--- src/hw/vm16_pkg.sv ---
// ISA package for the 16-bit multicycle core
// Opcodes, ALU operations, instruction layouts and bus structs
package vm16_pkg;

    localparam int WORD_W    = 16;
    localparam int REG_SEL_W = 3;
    localparam int NUM_REGS  = 8;

    typedef logic [WORD_W-1:0]    word_t;
    typedef logic [REG_SEL_W-1:0] reg_sel_t;

    // NOP stays at zero so a cleared memory runs as no-ops
    typedef enum logic [4:0] {
        OP_NOP     = 5'h00,
        OP_LW      = 5'h01,
        OP_SW      = 5'h02,
        OP_BIT     = 5'h03,
        OP_MOV     = 5'h07,
        OP_MOVI    = 5'h08,
        OP_ARITH_U = 5'h0a,
        OP_HALT    = 5'h1f
    } opcode_e;

    // Sub-functions selected by the simm5 field
    typedef enum logic [4:0] {
        BIT_OR    = 5'h00,
        BIT_XOR   = 5'h01,
        BIT_AND   = 5'h02,
        BIT_NOT   = 5'h03,
        BIT_LSHFT = 5'h04,
        BIT_RSHFT = 5'h05
    } bit_fn_e;

    typedef enum logic [4:0] {
        ARITH_UADD  = 5'h00,
        ARITH_USUB  = 5'h01,
        ARITH_UADDI = 5'h02
    } arith_fn_e;

    typedef enum logic [4:0] {
        ALU_NOP, ALU_LW, ALU_SW, ALU_MOV, ALU_MOVI,
        ALU_OR, ALU_XOR, ALU_AND, ALU_NOT, ALU_LSHFT, ALU_RSHFT,
        ALU_UADD, ALU_USUB, ALU_UADDI, ALU_BAD
    } alu_op_e;

    typedef struct packed {
        opcode_e    opcode;
        reg_sel_t   rd;
        reg_sel_t   ra;
        logic [4:0] simm5;
    } instr_reg_t;

    typedef struct packed {
        opcode_e    opcode;
        reg_sel_t   rd;
        logic [7:0] imm8;
    } instr_imm_t;

    // Same word seen as register form or immediate form
    typedef union packed {
        instr_reg_t r;
        instr_imm_t i;
    } instr_t;

    typedef struct packed {
        alu_op_e alu_op;
        logic    has_imm8;
        logic    has_we;
        logic    has_mem;
        logic    has_mem_we;
    } dec_t;

    typedef struct packed {
        word_t addr;
        word_t wdata;
        logic  we;
    } mem_req_t;

    typedef struct packed {
        word_t paddr;
        logic  pwrite;
        logic  psel;
        logic  penable;
        word_t pwdata;
    } apb_req_t;

    typedef struct packed {
        word_t prdata;
        logic  pready;
    } apb_rsp_t;

    typedef struct packed {
        logic       we;
        logic [5:0] addr;
        word_t      data;
    } prog_wr_t;

endpackage

--- src/hw/vm16_alu.sv ---
// Combinational ALU
// a is the rd operand, b the register or immediate operand
module vm16_alu
    import vm16_pkg::*;
(
    input  alu_op_e op,
    input  word_t   a,
    input  word_t   b,
    output word_t   c
);

    always_comb begin
        case (op)
            // Moves and address generation pass the second operand
            ALU_LW,
            ALU_SW,
            ALU_MOV,
            ALU_MOVI:  c = b;
            ALU_OR:    c = a | b;
            ALU_XOR:   c = a ^ b;
            ALU_AND:   c = a & b;
            ALU_NOT:   c = ~b;
            ALU_LSHFT: c = a << b;
            ALU_RSHFT: c = a >> b;
            ALU_UADD,
            ALU_UADDI: c = a + b;
            ALU_USUB:  c = a - b;
            default:   c = '0;
        endcase
    end

endmodule

--- src/hw/vm16_bram.sv ---
// Synchronous single-port memory
// Serves as instruction memory and as the scratch memory
module vm16_bram
    import vm16_pkg::*;
#(
    parameter int DEPTH = 64
) (
    input  logic                     clk,
    input  logic [$clog2(DEPTH)-1:0] addr,
    input  word_t                    wdata,
    input  logic                     we,
    output word_t                    rdata
);

    word_t mem [DEPTH];

    // Write cycles keep the previous read word on the output
    always_ff @(posedge clk) begin
        if (we) begin
            mem[addr] <= wdata;
        end else begin
            rdata <= mem[addr];
        end
    end

endmodule

--- src/hw/vm16_core_ctrl.sv ---
// Core control: five-state instruction sequence, program counter,
// instruction register and operand latches around decoder, registers and ALU
module vm16_core_ctrl
    import vm16_pkg::*;
#(
    parameter int ROM_DEPTH = 64
) (
    input  logic                         clk,
    input  logic                         reset,
    input  word_t                        instr_word,
    output logic [$clog2(ROM_DEPTH)-1:0] pc,
    output logic [7:0]                   dbug_pc,
    output mem_req_t                     mem_req,
    output logic                         req,
    input  logic                         busy,
    input  word_t                        mem_rdata
);

    localparam int PC_W = $clog2(ROM_DEPTH);

    typedef enum logic [2:0] {S_IF, S_R1, S_R2, S_ME, S_WB} state_e;

    state_e          state;
    logic [PC_W-1:0] pc_q;
    logic            req_q;
    instr_t          instr_q;
    dec_t            dec;
    word_t           rdd_q;
    word_t           rda_q;
    reg_sel_t        rsel;
    word_t           reg_rdata;
    logic            reg_we;
    word_t           reg_wdata;
    word_t           alu_c;

    // Single read port shared over R1 and R2
    always_comb begin
        case (state)
            S_R2:    rsel = instr_q.r.ra;
            default: rsel = instr_q.r.rd;
        endcase
    end

    always_ff @(posedge clk) begin
        if (reset) begin
            state <= S_IF;
            pc_q  <= '0;
            req_q <= 1'b0;
        end else begin
            case (state)
                S_IF: begin
                    // Counter parks on the last instruction
                    if (pc_q < PC_W'(ROM_DEPTH - 1)) begin
                        pc_q <= pc_q + 1'b1;
                    end
                    state <= S_R1;
                end
                S_R1: state <= S_R2;
                S_R2: begin
                    if (dec.has_mem) begin
                        req_q <= 1'b1;
                        state <= S_ME;
                    end else begin
                        state <= S_WB;
                    end
                end
                S_ME: begin
                    req_q <= 1'b0;
                    if (!busy) begin
                        state <= S_WB;
                    end
                end
                default: state <= S_IF;
            endcase
        end
    end

    // Instruction and operand latches
    always_ff @(posedge clk) begin
        case (state)
            S_IF: instr_q <= instr_word;
            S_R1: rdd_q <= reg_rdata;
            S_R2: rda_q <= dec.has_imm8 ? word_t'(instr_q.i.imm8) : reg_rdata;
            default: ;
        endcase
    end

    vm16_decoder u_dec (
        .instr (instr_q),
        .dec   (dec)
    );

    vm16_regfile u_regs (
        .clk   (clk),
        .reset (reset),
        .rsel  (rsel),
        .rdata (reg_rdata),
        .we    (reg_we),
        .wsel  (instr_q.r.rd),
        .wdata (reg_wdata)
    );

    vm16_alu u_alu (
        .op (dec.alu_op),
        .a  (rdd_q),
        .b  (rda_q),
        .c  (alu_c)
    );

    assign reg_we    = dec.has_we && (state == S_WB);
    assign reg_wdata = dec.has_mem ? mem_rdata : alu_c;

    // Latches hold steady from R2 until write-back, so the request is stable
    assign mem_req.addr  = alu_c + word_t'(instr_q.r.simm5);
    assign mem_req.wdata = rdd_q;
    assign mem_req.we    = dec.has_mem_we;
    assign req           = req_q;

    assign pc      = pc_q;
    assign dbug_pc = 8'(pc_q);

endmodule

--- src/hw/vm16_decoder.sv ---
// Instruction decoder
// Maps opcode and sub-function to an ALU operation and control flags
module vm16_decoder
    import vm16_pkg::*;
(
    input  instr_t instr,
    output dec_t   dec
);

    always_comb begin
        dec        = '0;
        dec.alu_op = ALU_NOP;
        case (instr.r.opcode)
            OP_LW: begin
                dec.alu_op  = ALU_LW;
                dec.has_we  = 1'b1;
                dec.has_mem = 1'b1;
            end
            OP_SW: begin
                dec.alu_op     = ALU_SW;
                dec.has_mem    = 1'b1;
                dec.has_mem_we = 1'b1;
            end
            OP_MOV: begin
                dec.alu_op = ALU_MOV;
                dec.has_we = 1'b1;
            end
            OP_MOVI: begin
                dec.alu_op   = ALU_MOVI;
                dec.has_we   = 1'b1;
                dec.has_imm8 = 1'b1;
            end
            OP_BIT: begin
                dec.has_we = 1'b1;
                case (instr.r.simm5)
                    BIT_OR:    dec.alu_op = ALU_OR;
                    BIT_XOR:   dec.alu_op = ALU_XOR;
                    BIT_AND:   dec.alu_op = ALU_AND;
                    BIT_NOT:   dec.alu_op = ALU_NOT;
                    BIT_LSHFT: dec.alu_op = ALU_LSHFT;
                    BIT_RSHFT: dec.alu_op = ALU_RSHFT;
                    default:   dec.alu_op = ALU_BAD;
                endcase
            end
            OP_ARITH_U: begin
                dec.has_we = 1'b1;
                case (instr.r.simm5)
                    ARITH_UADD:  dec.alu_op = ALU_UADD;
                    ARITH_USUB:  dec.alu_op = ALU_USUB;
                    ARITH_UADDI: dec.alu_op = ALU_UADDI;
                    default:     dec.alu_op = ALU_BAD;
                endcase
            end
            // HALT and unknown opcodes fall through as no-ops
            default: dec.alu_op = ALU_NOP;
        endcase
    end

endmodule

--- src/hw/vm16_gpio_apb.sv ---
// APB slave with a single GPIO output register
module vm16_gpio_apb
    import vm16_pkg::*;
#(
    parameter int GPIO_W = 8
) (
    input  logic              clk,
    input  logic              reset,
    input  apb_req_t          apb_req,
    output apb_rsp_t          apb_rsp,
    output logic [GPIO_W-1:0] gpio
);

    always_ff @(posedge clk) begin
        if (reset) begin
            gpio <= '0;
        end else if (apb_req.psel && apb_req.penable && apb_req.pwrite) begin
            gpio <= apb_req.pwdata[GPIO_W-1:0];
        end
    end

    // Zero wait states, any address hits this register
    assign apb_rsp.prdata = word_t'(gpio);
    assign apb_rsp.pready = apb_req.psel & apb_req.penable;

endmodule

--- src/hw/vm16_mmu.sv ---
// Memory unit: scratch window below SCRATCH_DEPTH,
// every other address goes out through a three-state APB master
module vm16_mmu
    import vm16_pkg::*;
#(
    parameter int SCRATCH_DEPTH = 64
) (
    input  logic     clk,
    input  logic     reset,
    input  logic     req,
    input  mem_req_t mem_req,
    output logic     busy,
    output word_t    rdata,
    output apb_req_t apb_req,
    input  apb_rsp_t apb_rsp
);

    localparam int SCR_AW = $clog2(SCRATCH_DEPTH);

    typedef enum logic [1:0] {APB_IDLE, APB_ACCESS, APB_DONE} apb_state_e;

    apb_state_e state;
    logic       in_scratch;
    logic       scratch_we;
    word_t      scratch_rdata;
    word_t      apb_rdata_q;

    assign in_scratch = mem_req.addr < word_t'(SCRATCH_DEPTH);
    assign scratch_we = req && in_scratch && mem_req.we;

    // Scratch accesses are busy only in the request cycle
    assign busy  = req || (state != APB_IDLE);
    assign rdata = in_scratch ? scratch_rdata : apb_rdata_q;

    always_ff @(posedge clk) begin
        if (reset) begin
            state   <= APB_IDLE;
            apb_req <= '0;
        end else begin
            case (state)
                APB_IDLE: begin
                    // Setup phase
                    if (req && !in_scratch) begin
                        apb_req.paddr  <= mem_req.addr;
                        apb_req.pwdata <= mem_req.wdata;
                        apb_req.pwrite <= mem_req.we;
                        apb_req.psel   <= 1'b1;
                        state          <= APB_ACCESS;
                    end
                end
                APB_ACCESS: begin
                    apb_req.penable <= 1'b1;
                    if (apb_rsp.pready) begin
                        state <= APB_DONE;
                    end
                end
                APB_DONE: begin
                    apb_req <= '0;
                    state   <= APB_IDLE;
                end
                default: state <= APB_IDLE;
            endcase
        end
    end

    // Slave word captured as the transfer closes
    always_ff @(posedge clk) begin
        if (state == APB_DONE) begin
            apb_rdata_q <= apb_rsp.prdata;
        end
    end

    vm16_bram #(
        .DEPTH (SCRATCH_DEPTH)
    ) u_scratch (
        .clk   (clk),
        .addr  (mem_req.addr[SCR_AW-1:0]),
        .wdata (mem_req.wdata),
        .we    (scratch_we),
        .rdata (scratch_rdata)
    );

endmodule

--- src/hw/vm16_regfile.sv ---
// Eight-entry register file
// One asynchronous read port, one synchronous write port
module vm16_regfile
    import vm16_pkg::*;
(
    input  logic     clk,
    input  logic     reset,
    input  reg_sel_t rsel,
    output word_t    rdata,
    input  logic     we,
    input  reg_sel_t wsel,
    input  word_t    wdata
);

    word_t regs [NUM_REGS];

    // Register i comes out of reset holding i
    always_ff @(posedge clk) begin
        if (reset) begin
            for (int i = 0; i < NUM_REGS; i++) begin
                regs[i] <= word_t'(i);
            end
        end else if (we) begin
            regs[wsel] <= wdata;
        end
    end

    assign rdata = regs[rsel];

endmodule

--- src/hw/vm16_top.sv ---
// Microcontroller top: instruction memory, core, memory unit and GPIO slave
module vm16_top
    import vm16_pkg::*;
#(
    parameter int ROM_DEPTH     = 64,
    parameter int SCRATCH_DEPTH = 64,
    parameter int GPIO_W        = 8
) (
    input  logic              clk,
    input  logic              reset,
    input  prog_wr_t          prog,
    output logic [GPIO_W-1:0] gpio,
    output logic [7:0]        dbug_pc
);

    localparam int ROM_AW = $clog2(ROM_DEPTH);

    logic [ROM_AW-1:0] pc;
    logic [ROM_AW-1:0] rom_addr;
    word_t             instr_word;
    mem_req_t          mem_req;
    logic              req;
    logic              busy;
    word_t             mem_rdata;
    apb_req_t          apb_req;
    apb_rsp_t          apb_rsp;

    // Program port owns the instruction memory while loading
    assign rom_addr = prog.we ? prog.addr[ROM_AW-1:0] : pc;

    vm16_bram #(
        .DEPTH (ROM_DEPTH)
    ) u_rom (
        .clk   (clk),
        .addr  (rom_addr),
        .wdata (prog.data),
        .we    (prog.we),
        .rdata (instr_word)
    );

    vm16_core_ctrl #(
        .ROM_DEPTH (ROM_DEPTH)
    ) u_ctrl (
        .clk        (clk),
        .reset      (reset),
        .instr_word (instr_word),
        .pc         (pc),
        .dbug_pc    (dbug_pc),
        .mem_req    (mem_req),
        .req        (req),
        .busy       (busy),
        .mem_rdata  (mem_rdata)
    );

    vm16_mmu #(
        .SCRATCH_DEPTH (SCRATCH_DEPTH)
    ) u_mmu (
        .clk     (clk),
        .reset   (reset),
        .req     (req),
        .mem_req (mem_req),
        .busy    (busy),
        .rdata   (mem_rdata),
        .apb_req (apb_req),
        .apb_rsp (apb_rsp)
    );

    vm16_gpio_apb #(
        .GPIO_W (GPIO_W)
    ) u_gpio (
        .clk     (clk),
        .reset   (reset),
        .apb_req (apb_req),
        .apb_rsp (apb_rsp),
        .gpio    (gpio)
    );

endmodule

--- config.mk ---
export PLATFORM = sky130hd
export DESIGN_NAME = vm16_top
export DESIGN_NICKNAME = d
export VERILOG_FILES = /design/src/hw/vm16_pkg.sv /design/src/hw/vm16_alu.sv /design/src/hw/vm16_bram.sv /design/src/hw/vm16_core_ctrl.sv /design/src/hw/vm16_decoder.sv /design/src/hw/vm16_gpio_apb.sv /design/src/hw/vm16_mmu.sv /design/src/hw/vm16_regfile.sv /design/src/hw/vm16_top.sv
export SDC_FILE = /design/constraint.sdc
export NUM_CORES = 2
export LEC_CHECK = 0
export BUFFER_PORTS_ARGS = -buffer_cell sky130_fd_sc_hd__buf_2
export CORE_UTILIZATION = 30
export CTS_BUF_LIST = sky130_fd_sc_hd__clkbuf_4 sky130_fd_sc_hd__clkbuf_8
export DETAILED_ROUTE_END_ITERATION = 6
export GPL_ROUTABILITY_DRIVEN = 1
export HOLD_SLACK_MARGIN = 0.15
export PLACE_DENSITY = 0.5
export SLEW_MARGIN = 10
export SYNTH_ARGS = -nofsm -noshare
export SYNTH_HDL_FRONTEND = slang
export SYNTH_SLANG_ARGS = --single-unit
export TNS_END_PERCENT = 5
--- constraint.sdc ---
create_clock -name clk -period 11 [get_ports clk]
set_clock_uncertainty 0.1 [all_clocks]
set_input_delay 2.2 -clock clk [delete_from_list [all_inputs] [get_ports clk]]
set_output_delay 2.2 -clock clk [all_outputs]
set_load 0.03 [all_outputs]
==> out/qor.csv <==
metric;value;unit
DRC viols;0;
Max Freq;0.107;GHz
vias in the first global route;52900;
critical path class;reg -> reg;
GRT overflow;0;
Max H-tree Level;5;
# IOs;41;
Synth warnings;0;
CTS sink cnt;2295;
Fin Hold WS;0.310;ns
vias per cell;5.53;
mapped cell area;0.0892;sq mm
hold_buf cts;0;
core area;0.295;sq mm
Skew-Pair Late Insertion Delay;1.00;ns
CP Max Fanout;34;
most frequent cells in the layout;edfxtp_1 (2264), a22oi_1 (553), clkbuf_8 (385);
WP data required;11.55;ns
initial antenna violation count;14;
DRT iter0 DRCs;7048;
power density cells;229;mW/mm^2
Max Root-Sink Buffers;4;
Max Cap Violations;0;
top_reg_cell synth;edfxtp_1;
largest net degree at the start of global routing;88;
syn avg cell area;16.7;sq um
Die ar.;0.299;sq mm
Top Layer Used;met5;
chip height;547;um
Final Hold Viols;0;
arrival time worst endpoint;9.90;ns
Final period util;0.850;
fraction of layout cells with a size suffix above 1;0.179;
fillers;28000;
Post-synth EDFFs;2264;
capturing element type of the critical path;register;
Detail Route Antenna Nets;0;
RSZ-0062 raised after global routing;no;
Area Growth Syn to Fin;15.0;%
Final min period;9.35;ns
first-pass GRT wire length;412000;um
die width;547;um
Async S/R FF share, synth;0;
fin nets;5729;
drt wl/cell;29.7;um
maximum VDD drop;0.215;mV
DP Wirelength;172000;um
Final Max Tran Viols;0;
startpoint types;register;
Final Wtd Congestion;0.959;
Metal-1 WL;124000;um
FF+latch count, synth;2295;
CTS clock-pin slew for the worst setup and hold paths;0.07;ns
clock root buffer;clkbuf_8;
Slew HR;0.128;
final setup TNS;0;ns
PostCTS Resize Cnt;0;
CTS buffer count;376;
number of port buffers;38;
FP Rows;199;
status;finished, final reports clean;
register area share after synthesis;0.769;
Setup Viol. Count Final;0;
routed length on met3;23300;um
commonest non-fill, non-tap cell in the layout;edfxtp_1;
met2 wire len;136000;um
detailed-route wire length;293000;um
Synth cell types;94;
cells after synthesis;5338;
Total GRT Usage;0.190;
Worst-Margin Slew;1.30;ns
Worst Hold Class;reg -> reg;
drt pass-1 iters;6;
postcts setup bufs;0;
Vias;54600;
CTS tree;yes;
Lkg Pwr;31.6;nW
Initial Util;0.302;
[metrics by stage]
step                total power [mW]  worst slack (ns)   util  instances  area [sq um]
detailed placement              16.3              1.80  0.323       9186         95300
finish                          23.5              1.65  0.348       9863        103000
global route                    24.2              1.08  0.348       9860        103000
CTS                             23.6              1.76  0.348       9857        103000
floorplan                       13.4              3.21      -       5339         89200
global placement                16.3              1.96  0.323       9185         95300
[critical path, stage by stage (launching register included)]
cell and delay (ns):
edfxtp_1 0.53, or3b_1 0.50, or4_1 0.53, and3_1 0.47
nand4_1 0.60, a21oi_1 0.21, fa_1 0.43, xnor2_1 0.23
o22ai_1 0.10, a221oi_1 0.25, o21ai_0 0.24, ha_1 0.41
a21oi_1 0.42, o21bai_1 0.15, a21oi_1 0.62, or2_0 0.23
nor3_1 0.08, a311oi_1 0.31, a31o_2 0.43, nand2_4 0.52
or3_1 0.67, nor2_1 0.67, buf_4 0.30
[cells by family (layout without fill, tap and decap cells)]
logic type / Yosys count / count (layout) / share of synthesized area
other: 1 / 8 / 0.0000421
buffers and inverters: 414 / 1013 / 0.0183
and+or+nand+nor: 844 / 844 / 0.0459
xor gates and xnor gates: 40 / 40 / 0.00393
DFF: 2295 / 2295 / 0.769
muxes: 120 / 120 / 0.0202
adders and majority gates: 59 / 59 / 0.00845
AOI/OAI and AO/OA: 1565 / 1565 / 0.134
[layer usage]
metal | global-route usage | vias to the layer above
li1 | - | 22900
met1 | 0.263 | 28500
met2 | 0.299 | 2594
met3 | 0.0333 | 485
met4 | 0.0659 | 8
met5 | 0 | -
[cells in the mapped netlist, types with 12 or more instances]
cell	number	area share
inv_1	54	0.0023
nand4_1	141	0.0099
nor4_1	32	0.0022
ha_1	57	0.0080
and3_1	15	0.0011
o22ai_1	22	0.0015
mux2i_1	52	0.0058
nand3_1	58	0.0033
xnor2_1	31	0.0030
nand2_1	142	0.0060
mux4_2	43	0.011
a221oi_1	193	0.019
a311oi_1	18	0.0018
nor2_1	331	0.014
buf_1	62	0.0026
edfxtp_1	2264	0.76
o21ai_0	95	0.0053
dfxtp_1	31	0.0070
buf_2	17	0.00095
and2_1	18	0.0013
a21oi_1	105	0.0059
a31oi_1	117	0.0082
mux2_2	20	0.0025
nor3_1	26	0.0015
a22oi_1	553	0.047
clkbuf_1	270	0.011
a21o_1	12	0.0010
a22o_1	212	0.021
or3_1	12	0.00084
a222oi_1	54	0.0061
a211oi_1	56	0.0047
nand2b_1	17	0.0012
[sequential cells by signal (all words and copies together), names as in the netlist, 2 cells and up]
signal,flops
u_ctrl.state,3
u_mmu.state,2
u_mmu.apb_rdata_q,8
u_mmu.u_scratch.mem,1024
u_ctrl.u_regs.regs,128
u_ctrl.rda_q,16
u_gpio.gpio,8
u_rom.mem,1024
u_rom.rdata,16
u_ctrl.rdd_q,16
u_mmu.apb_req,11
u_ctrl.instr_q,16
u_mmu.u_scratch.rdata,16
u_ctrl.pc,6
[where the power goes]
part	internal, mW	total [mW]	switching [mW]
Sequential	9.95	10.1	0.149
Clock	3.87	7.31	3.44
Combinational	1.63	6.04	4.41
Total	15.5	23.5	8.00
[final cells by class]
type                            count  area, sq um  area share
Multi-Input combinational cell   2630        19500       0.190
Clock buffer                      510         6240      0.0608
Tap cell                         3919         4900      0.0478
Timing Repair Buffer              286         2170      0.0212
Inverter                           56          210     0.00205
Sequential cell                  2295        68600       0.669
Clock inverter                    161          983     0.00959
Antenna cell                        6         15.0    0.000146
[worst paths after layout]
path                                                    from  depth (start not counted)  slack, ns                                   end
worst min-delay path               u_rom.rdata[15]$_DFFE_PN_                          0       0.31          u_ctrl.instr_q[15]$_DFFE_PP_
worst max-delay path            u_ctrl.instr_q[15]$_DFFE_PP_                         22       1.65  u_mmu.u_scratch.mem[22][4]$_DFFE_PP_
worst max register to register  u_ctrl.instr_q[15]$_DFFE_PP_                         22       1.65  u_mmu.u_scratch.mem[22][4]$_DFFE_PP_
worst min register to register     u_rom.rdata[15]$_DFFE_PN_                          0       0.31          u_ctrl.instr_q[15]$_DFFE_PP_
Power figures use the tool's default switching activity.
